## config.mk

```make
export PLATFORM = sky130hd
export DESIGN_NAME = alpha_readout_top
export DESIGN_NICKNAME = d
export VERILOG_FILES = /design/src/logic/asic_readout_pkg.sv /design/src/logic/host_bus_pkg.sv /design/src/logic/reg_access_if.sv /design/src/logic/alpha_readout_top.sv /design/src/logic/host_bus_fsm.sv /design/src/logic/register_banks.sv /design/src/logic/sample_fifo.sv /design/src/logic/serial_deserializer.sv /design/src/logic/trigger_timer.sv
export SDC_FILE = /design/constraint.sdc
export NUM_CORES = 1
export LEC_CHECK = 0
export ABC_AREA = 1
export BUFFER_PORTS_ARGS = -buffer_cell sky130_fd_sc_hd__buf_4
export CORE_UTILIZATION = 45
export DETAILED_ROUTE_END_ITERATION = 10
export PLACE_DENSITY = 0.63
export SYNTH_ARGS = -nofsm -noshare
export SYNTH_HDL_FRONTEND = slang
export SYNTH_HIERARCHICAL = 1
export SYNTH_SLANG_ARGS = --single-unit
```

## constraint.sdc

```tcl
create_clock -name sysclk -period 3.7 [get_ports sysclk]
set_input_delay 0.185 -clock sysclk [delete_from_list [all_inputs] [get_ports sysclk]]
set_output_delay 0.185 -clock sysclk [all_outputs]
set_load 0.005 [all_outputs]
```

## src/logic/asic_readout_pkg.sv

```systemverilog
package asic_readout_pkg;

	// ------------------------------
	// asic serial readout
	// ------------------------------
	localparam int sample_bits_c = 16;
	localparam int frame_bits_c = 16; // data bits after the start bit
	localparam int fifo_log2_depth_c = 4; // 16 words deep

	typedef logic [sample_bits_c-1:0] sample_t;

	// ------------------------------
	// counters and timer widths
	// ------------------------------
	typedef logic [31:0] event_count_t; // wraps
	typedef logic [7:0] error_count_t; // saturates at 255
	typedef logic [7:0] trig_width_t; // pulse width in sysclk cycles

endpackage

```

## src/logic/host_bus_pkg.sv

```systemverilog
package host_bus_pkg;

	// ------------------------------
	// bus and address geometry
	// ------------------------------
	localparam int bus_width_c = 16; // one transaction
	localparam int bank_bits_c = 3; // 8 banks
	localparam int offset_bits_c = 13; // offset field of the address word

	typedef logic [bus_width_c-1:0] bus_half_t;
	typedef logic [2*bus_width_c-1:0] data_word_t; // upper half goes first on the bus
	typedef logic [bank_bits_c+offset_bits_c-1:0] address_word_t;
	typedef logic [3:0] bank_offset_t; // 16 registers per bank

	// banks that exist
	// the remaining codes read 0 and ignore writes
	typedef enum logic [bank_bits_c-1:0] {
		bank_settings = 3'd0,
		bank_status   = 3'd1,
		bank_pulse    = 3'd2,
		bank_samples  = 3'd5
	} bank_e;

	typedef enum logic [1:0] {
		bus_idle,
		bus_access, // strobe cycle
		bus_fetch, // rdata valid here
		bus_wait_req_low
	} bus_state_e;

	localparam bank_offset_t pulse_trigger_c = 4'd3; // pulse bank trigger
endpackage

```

## src/logic/reg_access_if.sv

```systemverilog
`timescale 1ns/1ns

// decoded register access between the bus fsm and the banks
interface reg_access_if;
	logic [2:0] bank; // top 3 address bits
	logic [3:0] offset; // register inside the bank
	logic [31:0] wdata; // full word for a write
	logic write_strobe; // single cycle
	logic read_strobe; // single cycle
	logic [31:0] rdata; // registered by the banks

	modport fsm (
		output bank,
		output offset,
		output wdata,
		output write_strobe,
		output read_strobe,
		input rdata
	);

	modport banks (
		input bank,
		input offset,
		input wdata,
		input write_strobe,
		input read_strobe,
		output rdata
	);
endinterface

```

## src/logic/alpha_readout_top.sv

```systemverilog
`timescale 1ns/1ns

module alpha_readout_top (
	input logic sysclk,
	input logic reset,
	input logic bus_req,
	output logic bus_ack,
	input logic bus_rw, // 1 = read
	input logic bus_reg_sel, // 0 = address 1 = data
	input host_bus_pkg::bus_half_t bus_wdata,
	output host_bus_pkg::bus_half_t bus_rdata,
	input logic data_a, // serial from the asic
	output logic trig,
	output logic [7:0] ctrl
);
	import asic_readout_pkg::*;

	reg_access_if acc ();

	trig_width_t trig_width;
	logic trigger_request;
	logic trigger_has_occurred;
	event_count_t trigger_count;
	logic sample_valid;
	sample_t sample;
	logic fifo_pop;
	logic fifo_empty;
	sample_t fifo_head;
	error_count_t overflow_count;
	error_count_t underflow_count;
	event_count_t samples_in;
	event_count_t samples_out;

	// ------------------------------
	// host side
	// ------------------------------
	host_bus_fsm u_host_bus_fsm (
		.sysclk(sysclk), .reset(reset), .bus_req(bus_req), .bus_rw(bus_rw),
		.bus_reg_sel(bus_reg_sel), .bus_wdata(bus_wdata), .bus_ack(bus_ack),
		.bus_rdata(bus_rdata), .acc(acc.fsm)
	);

	register_banks u_register_banks (
		.sysclk(sysclk), .reset(reset), .acc(acc.banks), .ctrl(ctrl),
		.trig_width(trig_width), .trigger_request(trigger_request),
		.trigger_has_occurred(trigger_has_occurred), .trigger_count(trigger_count),
		.fifo_empty(fifo_empty), .fifo_head(fifo_head), .fifo_pop(fifo_pop),
		.overflow_count(overflow_count), .underflow_count(underflow_count),
		.samples_in(samples_in), .samples_out(samples_out)
	);

	trigger_timer u_trigger_timer (
		.sysclk(sysclk), .reset(reset), .trigger_request(trigger_request),
		.trig_width(trig_width), .trig(trig),
		.trigger_has_occurred(trigger_has_occurred), .trigger_count(trigger_count)
	);

	// ------------------------------
	// asic side
	// ------------------------------
	serial_deserializer u_serial_deserializer (
		.sysclk(sysclk), .reset(reset), .data_a(data_a),
		.sample_valid(sample_valid), .sample(sample)
	);

	sample_fifo u_sample_fifo (
		.sysclk(sysclk), .reset(reset), .push(sample_valid), .push_data(sample),
		.pop(fifo_pop), .head(fifo_head), .empty(fifo_empty),
		.overflow_count(overflow_count), .underflow_count(underflow_count),
		.samples_in(samples_in), .samples_out(samples_out)
	);
endmodule

```

## src/logic/host_bus_fsm.sv

```systemverilog
`timescale 1ns/1ns

module host_bus_fsm (
	input logic sysclk,
	input logic reset,
	input logic bus_req,
	input logic bus_rw, // 1 = read
	input logic bus_reg_sel, // 0 = address 1 = data
	input host_bus_pkg::bus_half_t bus_wdata,
	output logic bus_ack,
	output host_bus_pkg::bus_half_t bus_rdata,
	reg_access_if.fsm acc
);
	import host_bus_pkg::*;

	bus_state_e state;
	address_word_t address; // bank and offset
	logic second_half; // half counter
	logic txn_data; // current transaction is a data one
	logic txn_read;
	bus_half_t upper_half; // held until the lower half arrives
	bus_half_t lower_half; // second read half waits here

	assign acc.bank = address[bus_width_c-1 -: bank_bits_c];
	assign acc.offset = address[$bits(bank_offset_t)-1:0];

	// ------------------------------
	// handshake and strobes
	// ------------------------------
	always_ff @(posedge sysclk) begin
		acc.write_strobe <= 1'b0;
		acc.read_strobe <= 1'b0;
		if (reset) begin
			state <= bus_idle;
			bus_ack <= 1'b0;
			address <= '0;
			second_half <= 1'b0;
			txn_data <= 1'b0;
			txn_read <= 1'b0;
		end else begin
			case (state)
				bus_idle: begin
					if (bus_req) begin
						txn_data <= bus_reg_sel;
						txn_read <= bus_rw;
						state <= bus_access;
						if (!bus_reg_sel) begin
							address <= bus_wdata; // new address restarts the word
							second_half <= 1'b0;
						end else if (bus_rw) begin
							acc.read_strobe <= !second_half; // fetch on upper half only
						end else begin
							acc.write_strobe <= second_half; // commit on lower half
						end
					end
				end
				bus_access: begin
					state <= bus_fetch; // banks register rdata now
				end
				bus_fetch: begin
					bus_ack <= 1'b1;
					state <= bus_wait_req_low;
					if (txn_data) begin
						second_half <= !second_half;
						if (second_half) begin
							// word done so step the offset and keep the bank
							address[offset_bits_c-1:0] <= address[offset_bits_c-1:0] + 1'b1;
						end
					end
				end
				bus_wait_req_low: begin
					if (!bus_req) begin
						bus_ack <= 1'b0;
						state <= bus_idle;
					end
				end
				default: state <= bus_idle;
			endcase
		end
	end

	// ------------------------------
	// data word assembly
	// ------------------------------
	always_ff @(posedge sysclk) begin
		if (state == bus_idle && bus_req && bus_reg_sel && !bus_rw) begin
			if (!second_half) begin
				upper_half <= bus_wdata;
			end else begin
				acc.wdata <= {upper_half, bus_wdata};
			end
		end
		if (state == bus_fetch && txn_data && txn_read) begin
			if (!second_half) begin
				bus_rdata <= acc.rdata[2*bus_width_c-1:bus_width_c]; // upper half first
				lower_half <= acc.rdata[bus_width_c-1:0];
			end else begin
				bus_rdata <= lower_half;
			end
		end
	end
endmodule

```

## src/logic/register_banks.sv

```systemverilog
`timescale 1ns/1ns

module register_banks (
	input logic sysclk,
	input logic reset,
	reg_access_if.banks acc,
	output logic [7:0] ctrl,
	output asic_readout_pkg::trig_width_t trig_width,
	output logic trigger_request,
	input logic trigger_has_occurred,
	input asic_readout_pkg::event_count_t trigger_count,
	input logic fifo_empty,
	input asic_readout_pkg::sample_t fifo_head,
	output logic fifo_pop,
	input asic_readout_pkg::error_count_t overflow_count,
	input asic_readout_pkg::error_count_t underflow_count,
	input asic_readout_pkg::event_count_t samples_in,
	input asic_readout_pkg::event_count_t samples_out
);
	import host_bus_pkg::*;
	import asic_readout_pkg::*;

	data_word_t settings [2**$bits(bank_offset_t)];
	data_word_t status_word;
	bank_e bank;

	assign bank = bank_e'(acc.bank); // unlisted codes fall to default

	// ------------------------------
	// settings bank
	// ------------------------------
	always_ff @(posedge sysclk) begin
		if (reset) begin
			for (int i = 0; i < 2**$bits(bank_offset_t); i++) begin
				settings[i] <= '0;
			end
		end else if (acc.write_strobe && bank == bank_settings) begin
			settings[acc.offset] <= acc.wdata;
		end
	end

	assign ctrl = settings[0][7:0];
	assign trig_width = settings[1][$bits(trig_width_t)-1:0]; // 0 handled by the timer

	// pulse bank keeps only the trigger
	always_ff @(posedge sysclk) begin
		if (reset) begin
			trigger_request <= 1'b0;
		end else begin
			trigger_request <= acc.write_strobe && bank == bank_pulse
				&& acc.offset == pulse_trigger_c;
		end
	end

	assign fifo_pop = acc.read_strobe && bank == bank_samples; // each read pops one

	// ------------------------------
	// status words and read mux
	// ------------------------------
	always_comb begin
		case (acc.offset)
			4'd0: status_word = {8'h00, overflow_count, underflow_count, 6'b000000,
				fifo_empty, trigger_has_occurred};
			4'd1: status_word = trigger_count;
			4'd2: status_word = samples_in;
			4'd3: status_word = samples_out;
			default: status_word = '0;
		endcase
	end

	always_ff @(posedge sysclk) begin
		case (bank)
			bank_settings: acc.rdata <= settings[acc.offset];
			bank_status: acc.rdata <= status_word;
			bank_samples: acc.rdata <= fifo_empty ? '0 : data_word_t'(fifo_head); // zero extended
			default: acc.rdata <= '0; // pulse bank and unused banks
		endcase
	end
endmodule

```

## src/logic/sample_fifo.sv

```systemverilog
`timescale 1ns/1ns

module sample_fifo (
	input logic sysclk,
	input logic reset,
	input logic push,
	input asic_readout_pkg::sample_t push_data,
	input logic pop,
	output asic_readout_pkg::sample_t head,
	output logic empty,
	output asic_readout_pkg::error_count_t overflow_count,
	output asic_readout_pkg::error_count_t underflow_count,
	output asic_readout_pkg::event_count_t samples_in,
	output asic_readout_pkg::event_count_t samples_out
);
	import asic_readout_pkg::*;

	sample_t mem [2**fifo_log2_depth_c];
	logic [fifo_log2_depth_c-1:0] wr_ptr;
	logic [fifo_log2_depth_c-1:0] rd_ptr;
	logic [fifo_log2_depth_c:0] occupancy; // one extra bit for full
	logic full;
	logic push_ok;
	logic pop_ok;

	assign full = occupancy[fifo_log2_depth_c]; // msb set only at 16
	assign empty = (occupancy == '0);
	assign push_ok = push && !full;
	assign pop_ok = pop && !empty;
	assign head = mem[rd_ptr]; // fall through

	always_ff @(posedge sysclk) begin
		if (push_ok) begin
			mem[wr_ptr] <= push_data;
		end
	end

	// ------------------------------
	// pointers and counters
	// ------------------------------
	always_ff @(posedge sysclk) begin
		if (reset) begin
			wr_ptr <= '0;
			rd_ptr <= '0;
			occupancy <= '0;
			overflow_count <= '0;
			underflow_count <= '0;
			samples_in <= '0;
			samples_out <= '0;
		end else begin
			if (push_ok) begin
				wr_ptr <= wr_ptr + 1'b1;
				samples_in <= samples_in + 1'b1;
			end else if (push && overflow_count != '1) begin
				overflow_count <= overflow_count + 1'b1; // word dropped
			end
			if (pop_ok) begin
				rd_ptr <= rd_ptr + 1'b1;
				samples_out <= samples_out + 1'b1;
			end else if (pop && underflow_count != '1) begin
				underflow_count <= underflow_count + 1'b1;
			end
			case ({push_ok, pop_ok})
				2'b10: occupancy <= occupancy + 1'b1;
				2'b01: occupancy <= occupancy - 1'b1;
				default: occupancy <= occupancy; // both or neither
			endcase
		end
	end
endmodule

```

## src/logic/serial_deserializer.sv

```systemverilog
`timescale 1ns/1ns

module serial_deserializer (
	input logic sysclk,
	input logic reset,
	input logic data_a,
	output logic sample_valid,
	output asic_readout_pkg::sample_t sample
);
	import asic_readout_pkg::*;

	logic data_q; // input register
	logic busy; // inside a frame
	logic [$clog2(frame_bits_c)-1:0] bit_count;

	// ------------------------------
	// framing
	// ------------------------------
	always_ff @(posedge sysclk) begin
		sample_valid <= 1'b0;
		if (reset) begin
			data_q <= 1'b1; // line idles high
			busy <= 1'b0;
			bit_count <= '0;
		end else begin
			data_q <= data_a;
			if (!busy) begin
				if (!data_q) begin
					busy <= 1'b1; // start bit
					bit_count <= '0;
				end
			end else begin
				bit_count <= bit_count + 1'b1;
				if (bit_count == frame_bits_c - 1) begin
					busy <= 1'b0;
					sample_valid <= 1'b1; // word complete
				end
			end
		end
	end

	// msb first into the bottom
	always_ff @(posedge sysclk) begin
		if (busy) begin
			sample <= {sample[$bits(sample_t)-2:0], data_q};
		end
	end
endmodule

```

## src/logic/trigger_timer.sv

```systemverilog
`timescale 1ns/1ns

module trigger_timer (
	input logic sysclk,
	input logic reset,
	input logic trigger_request,
	input asic_readout_pkg::trig_width_t trig_width,
	output logic trig,
	output logic trigger_has_occurred,
	output asic_readout_pkg::event_count_t trigger_count
);
	import asic_readout_pkg::*;

	trig_width_t remaining; // cycles of trig still to go

	always_ff @(posedge sysclk) begin
		if (reset) begin
			remaining <= '0;
			trigger_has_occurred <= 1'b0;
			trigger_count <= '0;
		end else if (trigger_request && remaining == '0) begin
			// accepted only while idle
			remaining <= (trig_width == '0) ? trig_width_t'(1) : trig_width;
			trigger_has_occurred <= 1'b1;
			trigger_count <= trigger_count + 1'b1;
		end else if (remaining != '0) begin
			remaining <= remaining - 1'b1;
		end
	end

	// high for exactly the loaded count
	assign trig = (remaining != '0);
endmodule

```

==> impl_metrics.csv <==
group,metric,value,unit
setup_path,worst-r2r-setup-slack,1.04,ns
sta,final_max_slew_viol_count,0,
setup_path,r2r_end,"u_register_banks/acc.rdata[8]",
cts,numClockSinks,1057,
cts,cts_tree,"yes",
setup_path,cp-end-kind,"flop",
global_routing,grt_pass1_wl,207700,microns
sta,skew,0.06133,ns
cells_and_area,areaGrowthSynthToFinish,12.58,%
job,cap_violations,0,
placement,io_buffers,47,
synthesis,synth.largest_area_cell,"edfxtp_1",
cts,hold_buffers,22,
setup_path,crit_top_cell,"nand2_1",
synthesis,ys_ff_latch,1057,
sta,finalSetupTns,0,ns
setup_path,start_kind,"flop",
setup_path,required,4.31,ns
floorplan,core.rowCount,118,
synthesis,ys_seq_area_frac,0.6305,
worst_hold_path,whs_path_depth,2,
floorplan,die_y,326.1,microns
global_routing,grt_start_max_net_pins,137,
synthesis,synthDistinctLibCells,51,
floorplan,core_region_area,103800,sq um
cts,cts_buffers,111,
cts,clockBufferDepth,3,
pwr,cellPowerDensity,562.9,nW/um^2
setup_path,setup.worst_path.class,"flop to flop",
global_routing,track_usage,0.2580,
floorplan,ios,48,
sta,worst_pin_slew,1.168,ns
cts,post_cts_buffers,0,
worst_hold_path,worst_hold_startpoint,"bus_wdata[4]",
detailed_routing,ant_nets,0,
pwr,p_leak,21.51,nW
global_routing,grt_overflow,0,
synthesis,async_flop_share,0,
cells_and_area,postLayoutCellArea,53220,sq um
synthesis,syn_area,47270,sq um
sta,hold_viol,0,
synthesis,synth_top_area_frac,0.5488,
placement,dpl-instance-area,49120,sq um
global_routing,grt_pass1_vias,33330,
cts,cts-root-buf,"clkbuf_16",
cts,cts_max_level,3,
setup_path,max_stage_delay,0.44,ns
synthesis,syn_inst,5169,
floorplan,dieArea,106400,sq um
synthesis,synth.avg_cell_area,9.146,sq um
sta,finalSetupViolCount,0,
synthesis,synth.area.top_cells,"edfxtp_1 (55%), nand2_1 (15%), dfxtp_1 (8.2%), nor2_1 (7.6%), o21ai_0 (2.3%)",
cells_and_area,layout_common_cells,"nand2_1 (1896), nor2_1 (935), edfxtp_1 (864), o21ai_0 (215), inv_1 (209)",
sta,fin_crit_sh,0.7201,
setup_path,r2r_start,"u_host_bus_fsm/address[1]",
setup_path,worst-r2r-cell-count,10,
sta,fmax,375.3,MHz
detailed_routing,wl_per_cell,20.86,microns
placement,gp_routability_congestion,0.9051,
cells_and_area,final_common_cell,"nand2_1",
cts,cts_resized,0,
floorplan,initial_core_util,0.4555,
detailed_routing,vias_per_cell,5.387,
detailed_routing,routed_wl,138500,microns
cells_and_area,drive_above_1_share,0.08554,
cells_and_area,nNetsFinal,5208,
status,status,"completed",
synthesis,synth_edf_count,864,
setup_path,cp_max_fo,32,
setup_path,crit_path_cell_trace,"inv_4, nand2_1, nor2_2, buf_4, nand2_1, nand2_1, nor2_1, nor2_1, nor2_1, nand2_1",
worst_hold_path,holdPathEnd,"u_host_bus_fsm/acc.wdata[4]",
cts,clk_pin_slew_worst_paths,0.06,ns
setup_path,critPathSlowestCell,"dfxtp_4",
detailed_routing,first_iter_violations,3784,
synthesis,yosys_warnings,6,
detailed_routing,drt_first_pass_iters,6,
worst_hold_path,min_path_type,"input port to flop",
global_routing,antenna_found_initial,2,
floorplan,dieWidth,326.1,microns
synthesis,synth_nets,5212,
synthesis,synthFlopType,"edfxtp_1",
sta,slew-limit-headroom,0.2210,
sta,rsz0062_at_grt,"false",
cts,clock_latency,0.73,ns
sta,hold-worst-slack,0.1980,ns
cells_and_area,antenna_cells,0,
setup_path,cp.arrival,3.27,ns
detailed_routing,num_vias,35780,
sta,post-route-min-period,2.664,ns
placement,dp_hpwl,83570,microns
detailed_routing,drc,0,
pwr,peakVddDrop,0.4844,mV
==> power breakdown <==
part / leakage [nW] / internal (mW) / switching, mW
sequential: 10.0 / 13.3 / 0.290
combinational: 9.58 / 1.16 / 3.34
clock: 1.90 / 7.03 / 4.82
==> per-layer routing <==
metal | wire, microns | global-route usage | vias up
met2 | 64160 | 0.4126 | 1499
met3 | 11780 | 0.04135 | 247
met1 | 58020 | 0.3560 | 17200
met4 | 4552 | 0.09083 | 4
li1 | - | - | 16830
met5 | 27 | 0 | -
==> registers in the layout (all words and copies together), names as in the netlist, 5 cells and up, named ones only <==
register / cells
u_sample_fifo/samples_in: 32
u_sample_fifo/occupancy: 5
u_sample_fifo/underflow_count: 8
u_trigger_timer/remaining: 8
u_register_banks/settings: 512
u_host_bus_fsm/upper_half: 16
u_host_bus_fsm/bus_rdata: 16
u_host_bus_fsm/acc.wdata: 32
u_host_bus_fsm/lower_half: 16
u_sample_fifo/samples_out: 32
u_trigger_timer/trigger_count: 32
u_sample_fifo/overflow_count: 8
u_host_bus_fsm/address: 7
u_register_banks/acc.rdata: 32
u_serial_deserializer/sample: 16
u_sample_fifo/mem: 256
==> final cells by class <==
class,count,area (sq um)
fillers,9342,50570
flip-flops and latches,1057,29820
multi-input cells,3597,15350
clock buffers,134,2914
well taps,1380,1727
repair buffers,174,1587
clock inverters,75,969.7
inverters,224,854.6
==> synthesized netlist by cell type, types with 2 or more instances <==
master	instances
nand4_1	36
nand2_1	1912
clkinv_1	5
buf_2	107
nor4_1	2
ha_1	21
buf_1	3
nor2_2	25
o221ai_1	27
a22oi_1	6
nor3_2	5
nor3b_1	5
edfxtp_1	864
clkbuf_1	147
nor2_1	958
buf_4	23
nand2_2	11
a21o_1	2
o211ai_1	37
o21ai_1	4
nand3b_1	5
and3_1	5
xnor2_1	4
inv_2	8
o21bai_1	5
inv_1	209
a21oi_1	78
o21a_1	5
xor2_1	21
buf_6	11
dfxtp_1	193
nand3_4	2
or2_2	2
o21ai_0	215
nor2_4	9
nand3_2	8
a31oi_1	5
nor3_1	43
nand3_1	129
==> kinds of logic (layout without fill, tap and decap cells) <==
kind of cell,Yosys count,count (layout),synth area share
fa+ha+maj,21,21,0.005558
compound gates,388,388,0.04666
flops,1057,1057,0.6305
simple gates,3163,3163,0.2652
xor+xnor,25,25,0.004632
buf+inv,515,607,0.04738
==> metrics by stage <==
stage	power, mW	setup slack (ns)	cells	utilization
floorplan	16.56	0.07173	5169	-
global placement	18.23	1.166	6410	0.4732
detailed placement	18.25	1.150	6410	0.4732
CTS	30.06	1.112	6641	0.5128
global route	31.05	0.8849	6641	0.5128
finish	29.96	1.036	6641	0.5128
==> worst max-delay path, delay by kind of cell, from the launching register on <==
family / cells / cell delay, ns
simple gates: 8 / 1.35
buf+inv: 2 / 0.70
flops: 1 / 0.44
==> worst max-delay path by stage <==
stage / start / end / slack (ns) / depth (start not counted)
after floorplan: u_host_bus_fsm/state[0] / u_host_bus_fsm/acc.wdata[0] / 0.07 / 5
after global placement: u_host_bus_fsm/address[1] / u_register_banks/acc.rdata[8] / 1.17 / 10
after detailed placement: u_host_bus_fsm/address[2] / u_register_banks/acc.rdata[20] / 1.15 / 7
after CTS: u_host_bus_fsm/address[2] / u_register_banks/acc.rdata[20] / 1.11 / 7
after global routing: flop / u_register_banks/acc.rdata[7] / 0.88 / 10
final: u_host_bus_fsm/address[1] / u_register_banks/acc.rdata[8] / 1.04 / 10
(Power assumes the default switching activity.)
